`src/source/net_pkg.sv`:
```
package net_pkg;

    ////////////////////////////////////////
    // field types
    ////////////////////////////////////////

    typedef logic [47:0] mac_t;
    typedef logic [31:0] ip_t;
    typedef logic [15:0] port_t;
    typedef logic [15:0] len_t;

    ////////////////////////////////////////
    // ethernet and ipv4 constants
    ////////////////////////////////////////

    localparam logic [15:0] ETHERTYPE_IPV4 = 16'h0800;
    localparam logic [7:0]  IP_PROTO_UDP   = 8'h11;

    // version 4, ihl 5, tos 0
    localparam logic [15:0] IP_VER_IHL_TOS = 16'h4500;
    // don't fragment, offset 0
    localparam logic [15:0] IP_FLAGS_FRAG  = 16'h4000;
    // ttl 255, protocol udp
    localparam logic [15:0] IP_TTL_PROTO   = 16'hff11;

    localparam mac_t BROADCAST_MAC = '1;

    ////////////////////////////////////////
    // frame layout
    ////////////////////////////////////////

    // eth 14 + ipv4 20 + udp 8 + 2 pad bytes = 44 bytes
    localparam int HDR_WORDS = 11;

    // udp length counts the two pad bytes as well
    localparam int UDP_LEN_EXTRA = 10;
    localparam int IP_LEN_EXTRA  = 30;

endpackage

```
`src/source/ipv4_checksum.sv`:
```
`timescale 1ns/1ps

module ipv4_checksum import net_pkg::*; (
    input  logic        clk,
    input  logic        reset,
    input  len_t        ip_total_len,
    input  ip_t         src_ip,
    input  ip_t         dst_ip,
    output logic [15:0] checksum
);

    logic [31:0] sum_s1;
    logic [31:0] sum_s2;

    always_ff @(posedge clk) begin
        if (reset) begin
            sum_s1   <= '0;
            sum_s2   <= '0;
            checksum <= '0;
        end else begin
            // identification and checksum fields count as zero
            sum_s1 <= 32'(IP_VER_IHL_TOS) + 32'(ip_total_len)
                    + 32'(IP_FLAGS_FRAG) + 32'(IP_TTL_PROTO)
                    + 32'(src_ip[31:16]) + 32'(src_ip[15:0])
                    + 32'(dst_ip[31:16]) + 32'(dst_ip[15:0]);

            // first carry fold
            sum_s2 <= 32'(sum_s1[31:16]) + 32'(sum_s1[15:0]);

            // second fold absorbs the carry left by the first
            checksum <= ~(sum_s2[31:16] + sum_s2[15:0]);
        end
    end

endmodule

```
`config.mk`:
```
export PLATFORM = sky130hd
export DESIGN_NAME = ipv4_checksum
export DESIGN_NICKNAME = d
export VERILOG_FILES = /design/src/source/net_pkg.sv /design/src/source/ipv4_checksum.sv
export SDC_FILE = /design/constraint.sdc
export NUM_CORES = 1
export LEC_CHECK = 0
export BUFFER_PORTS_ARGS = -buffer_cell sky130_fd_sc_hd__buf_2
export CAP_MARGIN = 40
export CORE_MARGIN = 2
export CORE_UTILIZATION = 50
export DETAILED_ROUTE_END_ITERATION = 10
export PLACE_DENSITY = 0.78
export SYNTH_ARGS = -nofsm -noshare
export SYNTH_HDL_FRONTEND = slang
export SYNTH_SLANG_ARGS = --single-unit
```
`constraint.sdc`:
```
create_clock -name clk -period 5.5 [get_ports clk]
set_clock_uncertainty 0.1 [all_clocks]
set_input_delay 0.825 -clock clk [delete_from_list [all_inputs] [get_ports clk]]
set_output_delay 0.825 -clock clk [all_outputs]
set_load 0.01 [all_outputs]
```
==> out/metrics.csv <==
metric,value,unit
rsz0062_at_grt,no,
avgSynthCellArea,8.86,µm²
io_buffers,97,
grt_pass1_vias,3310,
syn_nets,667,
final_nets,765,
vdd_drop_max,0.000163,V
synth_edf_count,0,
drc,0,
ctsHoldBuffers,0,
ff_latch_area,1040,µm²
fillers,753,
ys_seq_area_frac,0.236,
clock_latency,300,ps
cts_tree,built,
diodes,0,
postLayoutSetupSlackWorst,1270,ps
timing.setup.tns,0,ps
r2r_slack,3360,ps
htree_levels,2,
min_period_over_period,0.769,
cts-resized-gates,0,
p_leak,2.74,nW
end_kind,flip-flop,
ys_top_cells_by_count,"inv_1 (143), dfxtp_1 (52), nor2_1 (51)",
synth_largest_area_cell,dfxtp_1,
ys_ff_latch,52,
hold_class,reg2reg,
gp_congestion,0.905,
crit_arrival,4330,ps
final.min_clock_period,4230,ps
fin_util,0.595,
core-area,8640,µm²
relSlewSlack,0.621,
routedWlPerCell,10.3,µm
via_count,3326,
via_per_inst,4.72,
clockBufferDepth,2,
area_delta_synth_final,16.5,%
postSynthCellCount,498,
synth_area_leaders,"dfxtp_1 (24%), fa_1 (22%), inv_1 (12%)",
drtPass1Iterations,4,
cts-root-buf,clkbuf_8,
grt_antenna_before_repair,0,
final-max-slew-violation-count,0,
dieArea,9590,µm²
yosysMostFrequentCell,inv_1,
yosys_warnings,0,
synth-main-ff-cell,dfxtp_1,
grt_pass1_wl,13000,µm
ant_nets,0,
wirelength,7240,µm
worst_pin_slew,563,ps
crit_required,5600,ps
maxCapViolCount,0,
worstSetupPathType,in2reg,
dpl_worst_slack,944,ps
die_x,97.9,µm
drt_iter0_drc,73,
status,"finished, final reports clean",
cp-start-kind,primary input,
die_h,97.9,µm
crit_fanout,4,
powerDensity,393,nW/µm²
grt_max_degree,58,
setup_viol_count_final,0,
whs,417,ps
cts_num_sinks,52,
post_route_cells_drive_above_1_share,0.221,
postCtsSetupBuffers,0,
start_util,0.511,
synth_cell_types,61,
hold_viol,0,
io_pins,98,
clock.fmax,236,MHz
dpl.hpwl,6270,µm
globalRouteOverflowTotal,0,
row_count,34,
finalPower,2.02,mW
cts_buffers,5,
path_clk_slew,90,ps
yosys.area.top_type_share,0.236,
globalRouteTotalUtil,0.159,
synthesis.area,4410,µm²
synthArstFlopShare,0,
multiInputGateArea,2810,µm²
[worst paths after layout]
path | startpoint | to | cells past startpoint
setup / recovery | ip_total_len[2] | sum_s1[14]$_SDFF_PP0_ | 16
hold / removal | sum_s1[14]$_SDFF_PP0_ | sum_s2[14]$_SDFF_PP0_ | 2
setup reg to reg | sum_s1[16]$_SDFF_PP0_ | sum_s2[12]$_SDFF_PP0_ | 8
hold reg to reg | sum_s1[14]$_SDFF_PP0_ | sum_s2[14]$_SDFF_PP0_ | 2
[kinds of logic (layout without fill, tap and decap cells)]
group	after synthesis	after routing	share of synthesized area
flip-flops	52	52	0.236
XOR/XNOR	30	30	0.0595
adder cells (fa/ha/maj)	87	87	0.330
buffers and inverters	150	249	0.128
AND/OR/NAND/NOR	127	127	0.151
AO/OA/AOI/OAI	45	45	0.0760
multiplexers	7	7	0.0193
[per-stage QoR]
step           cells  area [µm²]
2_1_floorplan    498        4410
3_3_place_gp     696        5010
3_5_place_dp     697        5030
4_1_cts          705        5140
5_1_grt          705        5140
6_report         705        5140
[registers in the layout (all words and copies together) (netlist names)]
signal and count:
sum_s1 19, sum_s2 17, checksum 16
[power by group]
part | switching, mW | leakage (nW) | internal, mW | total (mW)
clock | 0.121 | 0.0548 | 0.137 | 0.258
sequential | 0.0816 | 0.433 | 0.490 | 0.571
combinational | 0.641 | 2.26 | 0.549 | 1.19
[cells in the final DEF, fill, tap and decap left out, types with 2 or more instances in the layout]
master / instances
a21o_1: 3
a21oi_1: 15
a21oi_2: 2
a31oi_1: 3
and2_1: 2
and3_1: 4
and4_1: 2
buf_2: 97
clkbuf_8: 5
dfxtp_1: 52
fa_1: 49
ha_1: 38
inv_1: 143
mux2_2: 3
mux2_4: 2
nand2_1: 12
nand2b_1: 2
nand3_1: 12
nand4_1: 4
nor2_1: 51
nor2b_1: 12
nor3_1: 5
nor3b_1: 2
nor4_1: 4
o211ai_1: 2
o21ai_0: 5
xnor2_1: 17
xor2_1: 13
[critical path, cell delays in order]
cell	delay, ps
buf_2	70
inv_1	40
fa_1	530
inv_1	50
fa_1	530
inv_1	50
fa_1	460
inv_1	70
ha_1	160
inv_1	50
fa_1	380
nand2b_1	170
a21oi_2	190
a41o_2	310
a31oi_2	120
mux2_4	310
[layout make-up]
class | count | area share
well taps | 108 | 0.0263
inverters | 143 | 0.104
multi-input cells | 296 | 0.546
clock inverters | 3 | 0.00900
flip-flops and latches | 52 | 0.202
clock buffers | 5 | 0.0134
repair buffers | 98 | 0.0983
[routing by layer]
layer | up-vias | track usage | wire length [µm]
li1 | 1728 | - | -
met1 | 1499 | 0.182 | 3010
met2 | 85 | 0.297 | 3750
met3 | 14 | 0.0243 | 317
met4 | 0 | 0.0620 | 163
met5 | - | 0 | 0
(Power assumes the default switching activity.)
