<file path="config.mk">
export PLATFORM = sky130hd
export DESIGN_NAME = beat_fifo
export DESIGN_NICKNAME = d
export VERILOG_FILES = /design/src/source/stream_pkg.sv /design/src/source/beat_fifo.sv
export SDC_FILE = /design/constraint.sdc
export NUM_CORES = 1
export LEC_CHECK = 0
export CORE_ASPECT_RATIO = 1.2
export CORE_MARGIN = 4
export CORE_UTILIZATION = 35
export DETAILED_ROUTE_END_ITERATION = 6
export DONT_BUFFER_PORTS = 1
export SYNTH_ARGS = -nofsm -noshare
export SYNTH_HDL_FRONTEND = slang
export SYNTH_SLANG_ARGS = --single-unit
</file>
<file path="constraint.sdc">
create_clock -name clk -period 10.92 [get_ports clk]
set_input_delay 1.092 -clock clk [delete_from_list [all_inputs] [get_ports clk]]
set_output_delay 1.092 -clock clk [all_outputs]
set_load 0.02 [all_outputs]
</file>
<file path="src/source/stream_pkg.sv">
package stream_pkg;

    ////////////////////////////////////////
    // stream words and beats
    ////////////////////////////////////////

    typedef logic [31:0] word_t;

    // a word together with its frame end marker
    typedef struct packed {
        word_t data;
        logic  last;
    } beat_t;

    ////////////////////////////////////////
    // buffer sizes
    ////////////////////////////////////////

    // payload words held ahead of the framer
    localparam int TX_FIFO_DEPTH = 512;

    // received beats held ahead of the parser
    localparam int RX_FIFO_DEPTH = 512;

endpackage

</file>
<file path="src/source/beat_fifo.sv">
`timescale 1ns/1ps

module beat_fifo import stream_pkg::*; #(
    parameter type item_t = word_t,
    parameter int  DEPTH  = 16
) (
    input  logic  clk,
    input  logic  reset,
    input  logic  in_valid,
    input  item_t in_item,
    output logic  in_ready,
    output logic  out_valid,
    output item_t out_item,
    input  logic  out_ready
);

    typedef logic [$clog2(DEPTH)-1:0]   ptr_t;
    typedef logic [$clog2(DEPTH+1)-1:0] cnt_t;

    item_t mem [DEPTH];
    ptr_t  wr_ptr;
    ptr_t  rd_ptr;
    cnt_t  count;
    logic  push;
    logic  pop;

    assign push = in_valid && in_ready;
    assign pop  = out_valid && out_ready;

    assign in_ready  = (count != cnt_t'(DEPTH));
    assign out_valid = (count != '0);

    // read side shows the head entry directly
    assign out_item = mem[rd_ptr];

    always_ff @(posedge clk) begin
        if (push) begin
            mem[wr_ptr] <= in_item;
        end
    end

    always_ff @(posedge clk) begin
        if (reset) begin
            wr_ptr <= '0;
            rd_ptr <= '0;
            count  <= '0;
        end else begin
            if (push) begin
                wr_ptr <= (wr_ptr == ptr_t'(DEPTH - 1)) ? '0 : wr_ptr + ptr_t'(1);
            end
            if (pop) begin
                rd_ptr <= (rd_ptr == ptr_t'(DEPTH - 1)) ? '0 : rd_ptr + ptr_t'(1);
            end
            // simultaneous push and pop leaves the count unchanged
            if (push && !pop) begin
                count <= count + cnt_t'(1);
            end else if (pop && !push) begin
                count <= count - cnt_t'(1);
            end
        end
    end

endmodule

</file>
==> results of run 1 <==
-- sequential cells by signal (all words and copies together) (netlist names), named ones only --
name    cells
rd_ptr      4
wr_ptr      4
mem       512
count       5
-- critical path: stages (launching register included) --
cell and delay [ns]:
dfxtp_4 1.02, buf_4 0.81, mux4_2 0.60, a22oi_1 0.26, nand2_1 0.24
-- metrics by stage --
stage	cell area, sq um	total power (uW)	setup WS [ns]	util (%)	hold WS, ns
2_1_floorplan	20000	2980	6.69	-	0.472
3_3_place_gp	21100	3130	6.68	37.4	0.486
3_5_place_dp	21100	3140	6.68	37.4	0.492
4_1_cts	22700	4900	6.06	40.3	0.502
5_1_grt	22700	5040	5.85	40.3	0.526
6_report	22700	4830	6.20	40.3	0.494
-- synthesized netlist by cell type, types with 2 or more instances --
cell        n
a21o_1      2
nor4_1      3
buf_4       9
xor2_1      3
nand2b_1    2
nand2_1    39
a31oi_1     2
nor2b_1     2
a22oi_1    64
a21oi_1     6
edfxtp_1  512
ha_1        9
nor3_1      4
buf_2       8
mux4_2    128
mux2i_1     4
nand3_1     2
nor2_1     25
dfxtp_1    17
inv_1       5
clkbuf_1   21
buf_1       9
a311o_1     2
-- power by group through the flow --
stage / Sequential (uW) / Clock [uW] / Combinational (uW)
floorplan: 2360 / 0 / 626
global placement: 2410 / 0 / 723
detailed placement: 2410 / 0 / 728
CTS: 2370 / 1800 / 730
global route: 2380 / 1890 / 774
finish: 2360 / 1760 / 710
-- cell families (layout without fill, tap and decap cells) --
logic type / Yosys count / in the layout / share of synthesized area (%)
AOI/OAI and AO/OA: 83 / 83 / 3.13
xor gates and xnor gates: 4 / 4 / 0.175
adders and majority gates: 10 / 10 / 0.662
buffers and inverters: 52 / 121 / 1.19
DFF: 529 / 529 / 78.4
muxes: 133 / 133 / 14.6
and+or+nand+nor: 82 / 82 / 1.78
-- layout make-up --
class                   instances  area, sq um  area share [%]
clock buffers                  54         1240            5.48
well taps                     727          910            4.00
multi-input cells             312         4220            18.6
clock inverters                35          400            1.76
repair buffers                 27          203           0.892
flip-flops and latches        529        15700            69.2
inverters                       5         18.8          0.0826
-- path summary, 6_finish.rpt --
| path | end | depth (start not counted) | startpoint |
|---|---|---|---|
| setup / recovery | out_item[22] | 4 | flip-flop |
| hold / removal | flip-flop | 2 | rd_ptr[0] |
| setup reg to reg | mem[8][12] | 5 | count[0] |
| hold reg to reg | flip-flop | 2 | rd_ptr[0] |
-- routing by layer --
| metal | GRT usage (%) | vias to the layer above | wire [um] |
|---|---|---|---|
| met5 | 0 | - | 0 |
| met4 | 3.00 | 0 | 632 |
| met3 | 3.52 | 41 | 2770 |
| met2 | 24.3 | 203 | 22600 |
| met1 | 18.8 | 4967 | 17700 |
| li1 | - | 3838 | - |
==> flow_summary.toml, run 1 <==
[sta]
slew_headroom_pct = 29.1
rsz0062_at_grt = "false"
fin_setup_tns_ns = 0
setup_viol = 0
hold_viol = 0
period_needed_ns = 4.72
skew_ns = 0.0159
timing.final.max_slew_violations = 0
max_slew.worst_pin.slew_ns = 1.06
fmax_mhz = 212
period_share_pct = 43.2

[synth]
yosysTopAreaCellShare_pct = 76.7
synthArstFlopShare_pct = 0
postSynthCellCount = 893
synth_area_per_cell_sq_um = 22.4
synthTopCellsByArea = "edfxtp_1 (77%), mux4_2 (14%), a22oi_1 (2.4%)"
synth_edf_count = 512
syn_nets = 939
ys_types = 38
synth.yosys.warnings = 0
ys_ff_latch = 529
synthFlopType = "edfxtp_1"
seq_area_frac_synth_pct = 78.4
synth_top_area_cell = "edfxtp_1"
netlist_area_sq_um = 20000

[power_and_ir_drop]
power.leakage_uw = 0.00696
p_sw_uw = 1180
peakVddDrop_mv = 0.132
pwr-share-seq_pct = 48.9
internal-power_uw = 3660
power_density_nw_per_um2 = 213
combPwrFrac_pct = 14.7
clkPwrFrac_pct = 36.4
p_sw_share_pct = 24.4

[route]
wirelength_mm = 43.7
drtPass1Iterations = 4
wire_per_inst_um = 25.9
avgViaCountPerCell = 5.36
drtIter0Drc = 728
ant_nets = 0
route.detailed.drc = 0
vias = 9049

[cts]
cts_resized = 0
cts_tree = "built"
numClockSinks = 529
cts.path.max_buffers = 3
cts_setup_buffers = 0
cts_buffers = 49
htree_levels = 2
cts.clk_slew.worst_paths_ns = 0.06
clk-insertion-delay-late_ns = 0.56
postCtsHoldBufs = 0
cts_root_buf = "clkbuf_16"

[finish]
nNetsFinal = 970
fillers = 4918
drive_gt1_share_pct = 26.6
final_common_cell = "edfxtp_1"
fin_cells = 1689
syn2layout_area_growth_pct = 13.4
diodes = 0
final_cell_mix = "edfxtp_1 (512), mux4_2 (128), a22oi_1 (64), clkbuf_16 (49), nand2_1 (39)"

[min_path]
min_path_type = "flip-flop to flip-flop"

[floorplan]
core_region_area_sq_um = 56300
start_util_pct = 35.6
rows = 95
dieArea_sq_um = 61200
chipHeight_um = 270
ios = 70
dieWidth_um = 226

[place]
gp_congestion = 0.710
dp_cells = 1600
hpwl_mm = 23.0
numPortBuffers = 0

[setup_path]
crit_required_ns = 9.83
rrSetupSlack_ns = 8.05
startpoint_type = "flip-flop"
critical_path_class = "flip-flop to output pin"
cp.arrival_ns = 3.63
worst_setup_path_end_kind = "output pin"
cp_max_fo = 50

[run]
drv_cap = 0

[global_routing]
overflow = 0
antenna_found_initial = 0
grt_pass1_wl_mm = 64.8
grt_pass1_vias = 9432
grt_usage_pct = 14.3
grt_max_degree = 55

[run_status]
status = "complete, no violations"
Note: power is estimated with default switching activity, not from simulation.
==> inputs of run 2 (changes only) <==
clock period = 4.8 ns   (was 10.92 ns; I/O delays follow)
==> flow_summary.toml, run 2 (synthesis results as in run 1) <==
[route]
drtPass1Iterations = 7
ant_nets = 0
wirelength_mm = 43.6
drtIter0Drc = 866
route.detailed.drc = 0
avgViaCountPerCell = 5.27
vias = 9112
wire_per_inst_um = 25.3

[min_path]
holdPathStages = 2
hp-start = "reset"
min_path_type = "input pin to flip-flop"

[cts]
cts.clk_slew.worst_paths_ns = 0.06
clk-insertion-delay-late_ns = 0.57
htree_levels = 2
cts_tree = "built"
cts_setup_buffers = 0
numClockSinks = 529
cts_resized = 0
cts_buffers = 50
cts_root_buf = "clkbuf_16"
postCtsHoldBufs = 33
cts.path.max_buffers = 3

[global_routing]
grt_pass1_vias = 9620
grt_usage_pct = 14.2
antenna_found_initial = 2
grt_pass1_wl_mm = 65.1
overflow = 0
grt_max_degree = 62

[setup_path]
rrSetupSlack_ns = 1.92
critPathTopFamily = "flip-flops"
slowest_stage = "dfxtp_4"
cp_max_fo = 36
slowest_delay_ns = 0.85
cp.arrival_ns = 2.87
worst_setup_path_end_kind = "output pin"
startpoint_type = "flip-flop"
critical_path_class = "flip-flop to output pin"
crit_cells = 4
crit_required_ns = 4.32
path_buf_inv = 1
rr_worst_depth = 5
r2r_start = "count[0]"
crit_chain = "buf_4 > mux4_2 > a22oi_1 > nand2_1"

[finish]
final_common_cell = "edfxtp_1"
nNetsFinal = 1008
largest_reg_flops = 512
syn2layout_area_growth_pct = 14.8
drive_gt1_share_pct = 24.9
design_area_sq_um = 23000
final_cell_mix = "edfxtp_1 (512), mux4_2 (128), a22oi_1 (64), clkbuf_16 (51), nand2_1 (39)"
reg_top3 = "mem: 512 flops, count: 5 flops"
regMostFlops = "mem"
final_core_util_pct = 40.8

[run_status]
status = "complete, no violations"

[sta]
fin_setup_tns_ns = 0
fmax_mhz = 298
holdWs_ns = 0.158
skew_ns = 0.0173
rsz0062_at_grt = "false"
setup_viol = 0
period_needed_ns = 3.35
period_share_pct = 69.8
timing.final.max_slew_violations = 0
max_slew.worst_pin.slew_ns = 1.03
slew_headroom_pct = 31.1
hold_viol = 0

[floorplan]
rows = 95
chipHeight_um = 270
core_region_area_sq_um = 56300
start_util_pct = 35.6
dieWidth_um = 226
ios = 70
dieArea_sq_um = 61200

[run]
drv_cap = 0

[place]
numPortBuffers = 0
gp_congestion = 0.712
place_area_sq_um = 21100
hpwl_mm = 23.8

[power_and_ir_drop]
power_density_nw_per_um2 = 471
peakVddDrop_mv = 0.247
power.leakage_uw = 0.00706
[run 2: where the power goes]
| part | internal, uW | total [uW] | switching, uW |
|---|---|---|---|
| clock network | 2110 | 3720 | 1610 |
| registers | 5210 | 5370 | 159 |
| logic | 794 | 1730 | 938 |
| total | 8120 | 10800 | 2700 |
[run 2: path summary, 6_finish.rpt]
path / to
worst max-delay path: out_item[23]
worst min register to register: flip-flop
worst min-delay path: count[4]
worst max register to register: mem[10][28]
[run 2: per-stage QoR]
stage	power, uW	setup slack (ns)	instances
2_1_floorplan	6790	1.14	893
3_3_place_gp	7160	1.91	1604
3_5_place_dp	7190	1.86	1604
4_1_cts	11000	1.30	1726
5_1_grt	11300	1.20	1727
6_report	10800	1.45	1728
[run 2: area by class of cell]
class                           count  area (sq um)
Fill cell                        4971         33300
Sequential cell                   529         15700
Multi-Input combinational cell    312          4220
Clock buffer                       69          1340
Tap cell                          727           910
Timing Repair Buffer               64           601
Clock inverter                     20           186
Inverter                            5          18.8
Antenna cell                        2          5.00
[run 2: routing by layer]
| metal | wire length [um] | part of all wire [%] | GRT usage (%) |
|---|---|---|---|
| met1 | 18500 | 42 | 19.4 |
| met2 | 22600 | 52 | 24.3 |
| met3 | 1890 | 4.3 | 2.48 |
| met4 | 712 | 1.6 | 3.11 |
| met5 | 0 | 0 | 0 |
