--- src/source/net_pkg.sv ---
package net_pkg;

    ////////////////////////////////////////
    // field types
    ////////////////////////////////////////

    typedef logic [47:0] mac_t;
    typedef logic [31:0] ip_t;
    typedef logic [15:0] port_t;
    typedef logic [15:0] len_t;

    ////////////////////////////////////////
    // ethernet and ipv4 constants
    ////////////////////////////////////////

    localparam logic [15:0] ETHERTYPE_IPV4 = 16'h0800;
    localparam logic [7:0]  IP_PROTO_UDP   = 8'h11;

    // version 4, ihl 5, tos 0
    localparam logic [15:0] IP_VER_IHL_TOS = 16'h4500;
    // don't fragment, offset 0
    localparam logic [15:0] IP_FLAGS_FRAG  = 16'h4000;
    // ttl 255, protocol udp
    localparam logic [15:0] IP_TTL_PROTO   = 16'hff11;

    localparam mac_t BROADCAST_MAC = '1;

    ////////////////////////////////////////
    // frame layout
    ////////////////////////////////////////

    // eth 14 + ipv4 20 + udp 8 + 2 pad bytes = 44 bytes
    localparam int HDR_WORDS = 11;

    // udp length counts the two pad bytes as well
    localparam int UDP_LEN_EXTRA = 10;
    localparam int IP_LEN_EXTRA  = 30;

endpackage

--- src/source/stream_pkg.sv ---
package stream_pkg;

    ////////////////////////////////////////
    // stream words and beats
    ////////////////////////////////////////

    typedef logic [31:0] word_t;

    // a word together with its frame end marker
    typedef struct packed {
        word_t data;
        logic  last;
    } beat_t;

    ////////////////////////////////////////
    // buffer sizes
    ////////////////////////////////////////

    // payload words held ahead of the framer
    localparam int TX_FIFO_DEPTH = 512;

    // received beats held ahead of the parser
    localparam int RX_FIFO_DEPTH = 512;

endpackage

--- src/source/stream_if.sv ---
`timescale 1ns/1ps

// word stream with valid/ready handshake and frame end marker
interface stream_if import stream_pkg::*; ();

    word_t data;
    logic  valid;
    logic  ready;
    logic  last;

    // producer side
    modport source (
        output data,
        output valid,
        output last,
        input  ready
    );

    // consumer side
    modport sink (
        input  data,
        input  valid,
        input  last,
        output ready
    );

endinterface

--- src/source/udp_rx_parser.sv ---
`timescale 1ns/1ps

module udp_rx_parser import net_pkg::*, stream_pkg::*; (
    input  logic     clk,
    input  logic     reset,
    input  mac_t     local_mac,
    input  ip_t      local_ip,
    input  port_t    local_port,
    stream_if.sink   beats,
    stream_if.source payload
);

    typedef enum logic [1:0] {
        P_HEADER,
        P_PAYLOAD,
        P_DISCARD
    } state_t;

    state_t     state;
    logic [3:0] hdr_cnt;
    len_t       pay_left;
    logic       hdr_ok;
    logic       beat_done;

    ////////////////////////////////////////
    // header field checks
    ////////////////////////////////////////

    always_comb begin
        case (hdr_cnt)
            4'd0: hdr_ok = (beats.data == local_mac[47:16])
                        || (beats.data == BROADCAST_MAC[47:16]);
            4'd1: hdr_ok = (beats.data[31:16] == local_mac[15:0])
                        || (beats.data[31:16] == BROADCAST_MAC[15:0]);
            4'd3: hdr_ok = (beats.data[31:16] == ETHERTYPE_IPV4);
            4'd5: hdr_ok = (beats.data[7:0] == IP_PROTO_UDP);
            4'd7: hdr_ok = (beats.data[15:0] == local_ip[31:16]);
            4'd8: hdr_ok = (beats.data[31:16] == local_ip[15:0]);
            4'd9: hdr_ok = (beats.data[31:16] == local_port);
            // a udp length with no payload word is rejected
            4'd10: hdr_ok = (pay_left != '0);
            default: hdr_ok = 1'b1;
        endcase
    end

    ////////////////////////////////////////
    // payload forwarding
    ////////////////////////////////////////

    assign beat_done = beats.valid && beats.ready;

    always_comb begin
        beats.ready   = 1'b1;
        payload.valid = 1'b0;
        if (state == P_PAYLOAD) begin
            beats.ready   = payload.ready;
            payload.valid = beats.valid;
        end
    end

    assign payload.data = beats.data;

    // a short frame still closes the payload stream
    assign payload.last = (state == P_PAYLOAD) && beats.valid
                       && ((pay_left == len_t'(1)) || beats.last);

    always_ff @(posedge clk) begin
        if (reset) begin
            state    <= P_HEADER;
            hdr_cnt  <= '0;
            pay_left <= '0;
        end else if (beat_done) begin
            case (state)
                P_HEADER: begin
                    if (hdr_cnt == 4'd9) begin
                        pay_left <= (beats.data[15:0] - len_t'(UDP_LEN_EXTRA)) >> 2;
                    end
                    if (beats.last) begin
                        hdr_cnt <= '0;
                    end else if (!hdr_ok) begin
                        state   <= P_DISCARD;
                        hdr_cnt <= '0;
                    end else if (hdr_cnt == 4'(HDR_WORDS - 1)) begin
                        state   <= P_PAYLOAD;
                        hdr_cnt <= '0;
                    end else begin
                        hdr_cnt <= hdr_cnt + 4'd1;
                    end
                end
                P_PAYLOAD: begin
                    pay_left <= pay_left - len_t'(1);
                    if (beats.last) begin
                        state <= P_HEADER;
                    end else if (pay_left == len_t'(1)) begin
                        // trailing words up to last are dropped
                        state <= P_DISCARD;
                    end
                end
                P_DISCARD: begin
                    if (beats.last) begin
                        state <= P_HEADER;
                    end
                end
                default: state <= P_HEADER;
            endcase
        end
    end

endmodule

--- src/flat_wrapper.sv ---
// flat-port wrapper written by rule: the top's interface ports become plain ports
module udp_rx_parser_flat import net_pkg::*, stream_pkg::*;
  (clk, reset, local_mac, local_ip, local_port, beats_data, beats_valid, beats_last, beats_ready, payload_data, payload_valid, payload_last, payload_ready);
  stream_if beats_i ();
  stream_if payload_i ();
  input  logic clk;
  input  logic reset;
  input  mac_t local_mac;
  input  ip_t local_ip;
  input  port_t local_port;
  input wire logic [$bits(beats_i.data)-1:0] beats_data;
  input wire logic [$bits(beats_i.valid)-1:0] beats_valid;
  input wire logic [$bits(beats_i.last)-1:0] beats_last;
  output wire logic [$bits(beats_i.ready)-1:0] beats_ready;
  output wire logic [$bits(payload_i.data)-1:0] payload_data;
  output wire logic [$bits(payload_i.valid)-1:0] payload_valid;
  output wire logic [$bits(payload_i.last)-1:0] payload_last;
  input wire logic [$bits(payload_i.ready)-1:0] payload_ready;
  assign beats_i.data = beats_data;
  assign beats_i.valid = beats_valid;
  assign beats_i.last = beats_last;
  assign beats_ready = beats_i.ready;
  assign payload_data = payload_i.data;
  assign payload_valid = payload_i.valid;
  assign payload_last = payload_i.last;
  assign payload_i.ready = payload_ready;
  udp_rx_parser u_core (.clk(clk), .reset(reset), .local_mac(local_mac), .local_ip(local_ip), .local_port(local_port), .beats(beats_i), .payload(payload_i));
endmodule
--- config.mk ---
export PLATFORM = sky130hd
export DESIGN_NAME = udp_rx_parser_flat
export DESIGN_NICKNAME = d
export VERILOG_FILES = /design/src/source/net_pkg.sv /design/src/source/stream_pkg.sv /design/src/source/stream_if.sv /design/src/source/udp_rx_parser.sv /design/src/flat_wrapper.sv
export SDC_FILE = /design/constraint.sdc
export NUM_CORES = 1
export LEC_CHECK = 0
export BUFFER_PORTS_ARGS = -buffer_cell sky130_fd_sc_hd__buf_2
export CAP_MARGIN = 20
export CORE_MARGIN = 1.5
export CORE_UTILIZATION = 30
export DETAILED_ROUTE_END_ITERATION = 12
export PLACE_DENSITY = 0.56
export SETUP_SLACK_MARGIN = 0.05
export SLEW_MARGIN = 10
export SYNTH_ARGS = -nofsm -noshare
export SYNTH_HDL_FRONTEND = slang
export SYNTH_SLANG_ARGS = --single-unit
--- constraint.sdc ---
create_clock -name clk -period 5.4 [get_ports clk]
set_clock_uncertainty 0.15 [all_clocks]
set_input_delay 0.27 -clock clk [delete_from_list [all_inputs] [get_ports clk]]
set_output_delay 0.27 -clock clk [all_outputs]
set_load 0.02 [all_outputs]
==> run summary, run 1 <==
Run status = finished, final reports clean
Min-delay src = beats_valid
Mux cell area share after synthesis = 6.90%
Primary FF master, synth = dfxtp_1
Most frequent cell after synthesis = xor2_1
Synth Area in Compound Gates = 17.0%
Worst endpoint required time = 5440 ps
Reg2reg setup slack = 2200 ps
First-pass GRT wire length = 17.4 mm
Final setup fails = 0
Buffers on Ports = 167
Most common library cells after synthesis = 65 x xor2_1, 34 x buf_4, 26 x a21oi_1
Nature of the critical path endpoint = flip-flop
RD Place Congestion = 0.801
Layout cell share with drive strength beyond 1 = 34.2%
CTS tree = built
Worst-Margin Slew = 801 ps
Ant diodes = 0
TNS Setup = 0 ps
# Max-Cap Violations = 0
CP startpoint = u_core.hdr_cnt[0]$_SDFFE_PP0P_
Switch share = 33.0%
Largest family of logic cells by synthesized area = simple AND/OR/NAND/NOR gates
Clk Latency, worst-skew pair = 260 ps
CP Class = reg2reg
Starting Density = 31.2%
Critical path, cell by cell = buf_4 > mux2_2 > nor4b_2 > a31oi_1 > o21ai_0 > and4_1 > a211oi_4 > or3_1 > a21oi_1
Crit path time final = 3200 ps
Post-synth EDFFs = 0
DRT Pass-1 Iters = 4
H-tree Lvls = 1
Post-Synth Adder-Cell Area = 1.46%
Clk root buf = clkbuf_16
Cell Pwr Density = 133 nW/µm²
Worst slew margin = 46.5%
CTS Hold Bufs = 0
Clock sink total = 22
Post-synth cell types = 57
Pint = 0.367 mW
Total CTS buffers = 3
Die Height = 110 µm
DIE WIDTH = 110 µm
Final Hold Viols = 0
Worst Path Arrival = 3240 ps
Clk slew on worst S/H paths = 60 ps
Syn nets = 585
Synthesized area = 3430 µm²
Slowest Stage Delay on Critical Path = 840 ps
Final net count = 691
Drt total wl = 11.1 mm
Psw = 0.181 mW
Crit share post-route = 59.3%
Area Growth Syn to Fin = 20.0%
Die Footprint = 12100 µm²
Clk pwr share = 32.1%
Synthesized flop and latch total = 22
Register area share after synthesis = 12.9%
Top-level port count = 168
Initial antenna violation count = 0
RSZ-0062 raised after global routing = false
# rows = 38
Final ANT Viol Nets = 0
Fill count = 1189
Clk buf depth = 2
Initial DRC count = 145
Area share of and/or/nand/nor cells after synthesis = 25.6%
Sequential share of power = 29.9%
Worst path slowest cell = dfxtp_1
Avg Synthesized Cell Area = 7.65 µm²
Max Transition Viols Final = 0
Drc violations = 0
XOR/XNOR Fraction of Synth Area = 22.8%
Top post-synthesis cells by area = xor2_1 17%, dfxtp_1 13%, buf_4 7.5%
Post-CTS setup buffers = 0
Core area = 11000 µm²
Number of global-route vias before repair = 3502
Critical path peak fanout = 14
RR Startpoint = u_core.hdr_cnt[0]$_SDFFE_PP0P_
Finished Layout Cells = 693
Via count = 3665
Leakage = 1.64 nW
Asr flop ratio synth = 0%
Yosys Warn Count = 0
Post-DR wirelength/cell = 16.0 µm
Critical Path Start Type = flip-flop
Hold/Removal Path Class = in2reg
Post-synth top area cell = xor2_1
Tot GR Track Use = 18.5%
Post-DP HPWL = 9.02 mm
DP Cell Count = 688
Share of the synthesized area in the top cell type = 16.6%
Post-CTS Resized = 0
Final design utilization = 37.4%
Post-Synthesis Cells = 448
Pin count of the biggest net entering global routing = 23
Peak supply drop = 93.3 µV
Max frequency = 312 MHz
Average vias per placed instance = 5.29
Comb power frac = 38.0%
Grt total ovfl = 0
## kinds of logic (layout without fill, tap and decap cells)
logic type / after synthesis / count (layout)
multiplexers: 16 / 16
flip-flops: 22 / 22
adder cells (fa/ha/maj): 4 / 4
AND/OR/NAND/NOR: 155 / 155
buffers and inverters: 76 / 181
XOR/XNOR: 89 / 89
AO/OA/AOI/OAI: 86 / 86
## cell type report
class	instances	area, µm²	share of cell area [%]
inverter	8	30.0	0.731
tap	140	175	4.26
sequential	22	440	10.7
clock buffer	4	88.8	2.16
multi-input combinational	350	2520	61.4
timing repair buffer	169	851	20.7
## layout by cell type, fill, tap and decap left out, drive strengths merged, types with 10 or more instances in the layout
cell / instances
xor2: 65
nor3: 10
dfxtp: 22
o21ai: 14
nand2: 24
nor4: 24
xnor2: 24
buf: 169
mux2i: 15
nand4: 19
nor2: 26
nor2b: 11
a21oi: 26
nand3: 12
## registers in the layout, summed over array words and instances (netlist names)
register and flops:
u_core.hdr_cnt 4, u_core.pay_left 16, u_core.state 2
## worst paths after layout
| path | endpoint | depth (start not counted) |
|---|---|---|
| max | u_core.hdr_cnt[3]$_SDFFE_PP0P_ | 9 |
| min | u_core.state[1]$_SDFFE_PP0P_ | 4 |
| max reg2reg | u_core.hdr_cnt[3]$_SDFFE_PP0P_ | 9 |
| min reg2reg | u_core.pay_left[7]$_SDFFE_PP0P_ | 2 |
## per-layer routing
layer	global-route usage, %	wire length (µm)
met5	0	0
met4	4.08	102
met3	1.72	568
met2	33.7	5490
met1	23.2	4930
## worst max-delay path: cells and delay by family (launching register included)
kind	cells	cell delay (ps)
compound gates	4	440
simple gates	3	900
mux	1	400
flops	1	840
buf+inv	1	400
## power groups by stage
stage / logic (mW) / clock network, mW / registers (mW)
2_1_floorplan: 0.130 / 0 / 0.167
3_3_place_gp: 0.206 / 0 / 0.167
3_5_place_dp: 0.208 / 0 / 0.167
4_1_cts: 0.209 / 0.184 / 0.164
5_1_grt: 0.227 / 0.188 / 0.164
6_report: 0.208 / 0.176 / 0.164
## through the flow
stage	power [mW]	hold WS, ps	instance area, µm²	setup slack, ps
floorplan	0.297	199	3430	3120
finish	0.548	245	4110	2200
CTS	0.557	241	4100	2180
global route	0.579	274	4110	2030
detailed placement	0.376	339	4010	2190
global placement	0.374	330	4010	2250
No activity file was read; power rests on OpenSTA's default activity.
==> run 2: changes to the inputs <==
--- a/config.mk
+++ b/config.mk
@@ -10,7 +10,7 @@
 export CORE_MARGIN = 1.5
 export CORE_UTILIZATION = 30
 export DETAILED_ROUTE_END_ITERATION = 12
-export PLACE_DENSITY = 0.56
+export PLACE_DENSITY = 0.58
 export SETUP_SLACK_MARGIN = 0.05
 export SLEW_MARGIN = 10
 export SYNTH_ARGS = -nofsm -noshare
==> constraint.sdc (replaced) <==
create_clock -name clk -period 2.62 [get_ports clk]
set_clock_uncertainty 0.15 [all_clocks]
set_input_delay 0.131 -clock clk [delete_from_list [all_inputs] [get_ports clk]]
set_output_delay 0.131 -clock clk [all_outputs]
set_load 0.02 [all_outputs]
==> run 2 against run 1 <==
Worst setup slack worse by 2100 ps. Cell count up 1.3%. Cell area up 3.0%. Register-to-register slack worse by 2100 ps. Via count up 0.25%. Sequential cell count unchanged. Utilization up 1.1 points. Highest routed layer unchanged. Sequential power up 110%. Global-route usage up 0.11 points. Critical path type unchanged. Clock-buffer cell count unchanged. Clock power up 110%. Routed wire length up 2.7%.
==> run summary, run 2 (synthesis gave the netlist of run 1 again) <==
Most frequent cells in the layout = 167 x buf_2, 65 x xor2_1, 26 x a21oi_1, 25 x nor2_1
Core area = 11000 µm² (unchanged)
R2r endpoint = u_core.hdr_cnt[3]$_SDFFE_PP0P_
Critical path peak fanout = 6 (-8)
Sequential share of power = 29.6% (-0.3 points)
Number of global-route vias before repair = 3627 (+3.6%)
Hold/Removal Path Class = in2reg
Final setup fails = 0 (unchanged)
CTS Hold Bufs = 0 (unchanged)
Pint = 0.760 mW (+110%)
First-pass GRT wire length = 17.7 mm (+2.0%)
Worst hold path cell count = 4 (unchanged)
Ant diodes = 0 (unchanged)
End of the worst hold path = u_core.state[1]$_SDFFE_PP0P_
Total CTS buffers = 3 (unchanged)
Critical Path Start Type = flip-flop
Area Growth Syn to Fin = 23.6%
RD Place Congestion = 0.842 (+5.1%)
Worst Path Arrival = 2540 ps (-700 ps)
Drc violations = 0 (unchanged)
Clk pwr share = 31.9% (-0.2 points)
DIE WIDTH = 110 µm (unchanged)
Final Hold Viols = 0 (unchanged)
RR Startpoint = u_core.hdr_cnt[0]$_SDFFE_PP0P_
DRT Pass-1 Iters = 4 (unchanged)
Final ANT Viol Nets = 0 (unchanged)
Post-CTS setup buffers = 0 (unchanged)
Clk Latency, worst-skew pair = 260 ps (about the same)
Clk root buf = clkbuf_16
Worst slew margin = 58.7% (+12 points)
Min-delay src = beats_valid
Max frequency = 399 MHz (+28%)
RSZ-0062 raised after global routing = true
Switch share = 33.3% (+0.30 points)
Worst reg2reg path depth = 9 (unchanged)
Worst Slack Setup Final = 111 ps (-2090 ps)
Post-DP HPWL = 9.34 mm (+3.5%)
Worst-Margin Slew = 618 ps (-183 ps)
Clk buf depth = 2 (unchanged)
Max Transition Viols Final = 0 (unchanged)
Worst endpoint required time = 2650 ps (-2790 ps)
Clock sink total = 22 (unchanged)
Largest register FFs = 16 (unchanged)
Final design utilization = 38.6% (+1.1 points)
Average vias per placed instance = 5.23 (-1.0%)
Nature of the critical path endpoint = flip-flop
Reg2reg setup slack = 110 ps (-2090 ps)
Clk slew on worst S/H paths = 60 ps (about the same)
Layout cell share with drive strength beyond 1 = 36.5% (+2.3 points)
Cell Pwr Density = 269 nW/µm² (+100%)
Final net count = 700 (+1.3%)
Run status = finished, final reports clean
Grt total ovfl = 0 (unchanged)
CP Class = reg2reg
Commonest non-fill, non-tap cell in the layout = buf_2
Crit path time final = 2510 ps (-691 ps)
Buffers on Ports = 167 (unchanged)
Peak supply drop = 210 µV (+130%)
Drt total wl = 11.4 mm (+2.7%)
Via count = 3674 (+0.25%)
Initial DRC count = 134 (-7.6%)
Post-DR wirelength/cell = 16.2 µm (+1.4%)
Biggest register = u_core.pay_left
# rows = 38 (unchanged)
Dpl ws = -34.2 ps (-2230 ps)
Largest registers = u_core.pay_left (16), u_core.hdr_cnt (4), u_core.state (2)
Initial antenna violation count = 0 (unchanged)
# Max-Cap Violations = 0 (unchanged)
Crit share post-route = 95.8% (+36 points)
Pin count of the biggest net entering global routing = 23 (unchanged)
Starting Density = 31.2% (unchanged)
Die Height = 110 µm (unchanged)
Die Footprint = 12100 µm² (unchanged)
H-tree Lvls = 1 (unchanged)
Comb power frac = 38.5% (+0.5 points)
Leakage = 1.71 nW (+4.0%)
CTS tree = built
Tot GR Track Use = 18.6% (+0.11 points)
Top-level port count = 168 (unchanged)
Psw = 0.379 mW (+110%)
[run 2: worst max-delay path, cell delays in order, from the launching register on]
cell and delay [ps]:
dfxtp_2 390, buf_6 210, mux2i_4 280, xor2_1 160, a22oi_1 110, o32ai_2 220
and4_4 310, a211oi_4 80, or3_1 360, a21oi_1 150
[run 2: power by group through the flow]
stage | Clock, mW | Sequential (mW) | Combinational, mW
after global routing | 0.382 | 0.338 | 0.475
after detailed placement | 0 | 0.345 | 0.433
after global placement | 0 | 0.345 | 0.428
after CTS | 0.371 | 0.338 | 0.436
after floorplan | 0 | 0.345 | 0.267
final | 0.363 | 0.338 | 0.439
[run 2: timing repair]
action / CTS / global route
endpoints found under the setup margin: 2 / 6
gates cloned: 0 / 0
pin swaps: 0 / 1
gates resized for setup: 1 / 8
hold endpoints to repair: 0 / 0
[run 2: stage by stage]
step	power, mW	instance area (µm²)	instances	hold WS, ps	TNS [ps]
CTS	1.15	4200	702	126	0
detailed placement	0.778	4100	698	336	-62.7
global route	1.19	4240	702	165	0
floorplan	0.612	3430	448	59.7	0
global placement	0.773	4100	698	322	0
finish	1.14	4240	702	135	0
[run 2: layout make-up]
| cell class | instances | area (µm²) |
|---|---|---|
| multi-input cells | 350 | 2560 |
| clock buffers | 4 | 88.8 |
| inverters | 8 | 30.0 |
| well taps | 140 | 175 |
| fillers | 1178 | 6750 |
| flip-flops and latches | 22 | 442 |
| repair buffers | 178 | 935 |
[run 2: per-layer routing]
layer	vias up	routed length (µm)	GRT usage, %
met5	-	0	0
met4	0	150	4.27
met3	10	721	2.19
met2	145	5680	34.5
met1	1712	4840	22.6
li1	1807	-	-
[run 2: worst max path at each step]
stage / from / end / slack, ps / cells past startpoint
final: u_core.hdr_cnt[0]$_SDFFE_PP0P_ / u_core.hdr_cnt[3]$_SDFFE_PP0P_ / 110 / 9
after detailed placement: u_core.hdr_cnt[0]$_SDFFE_PP0P_ / u_core.hdr_cnt[3]$_SDFFE_PP0P_ / -30 / 8
after global routing: u_core.hdr_cnt[0]$_SDFFE_PP0P_ / u_core.hdr_cnt[3]$_SDFFE_PP0P_ / 30 / 8
after CTS: u_core.hdr_cnt[0]$_SDFFE_PP0P_ / u_core.hdr_cnt[3]$_SDFFE_PP0P_ / 60 / 9
after global placement: u_core.hdr_cnt[0]$_SDFFE_PP0P_ / u_core.state[0]$_SDFFE_PP0P_ / 60 / 8
after floorplan: u_core.hdr_cnt[3]$_SDFFE_PP0P_ / u_core.pay_left[9]$_SDFFE_PP0P_ / 340 / 9
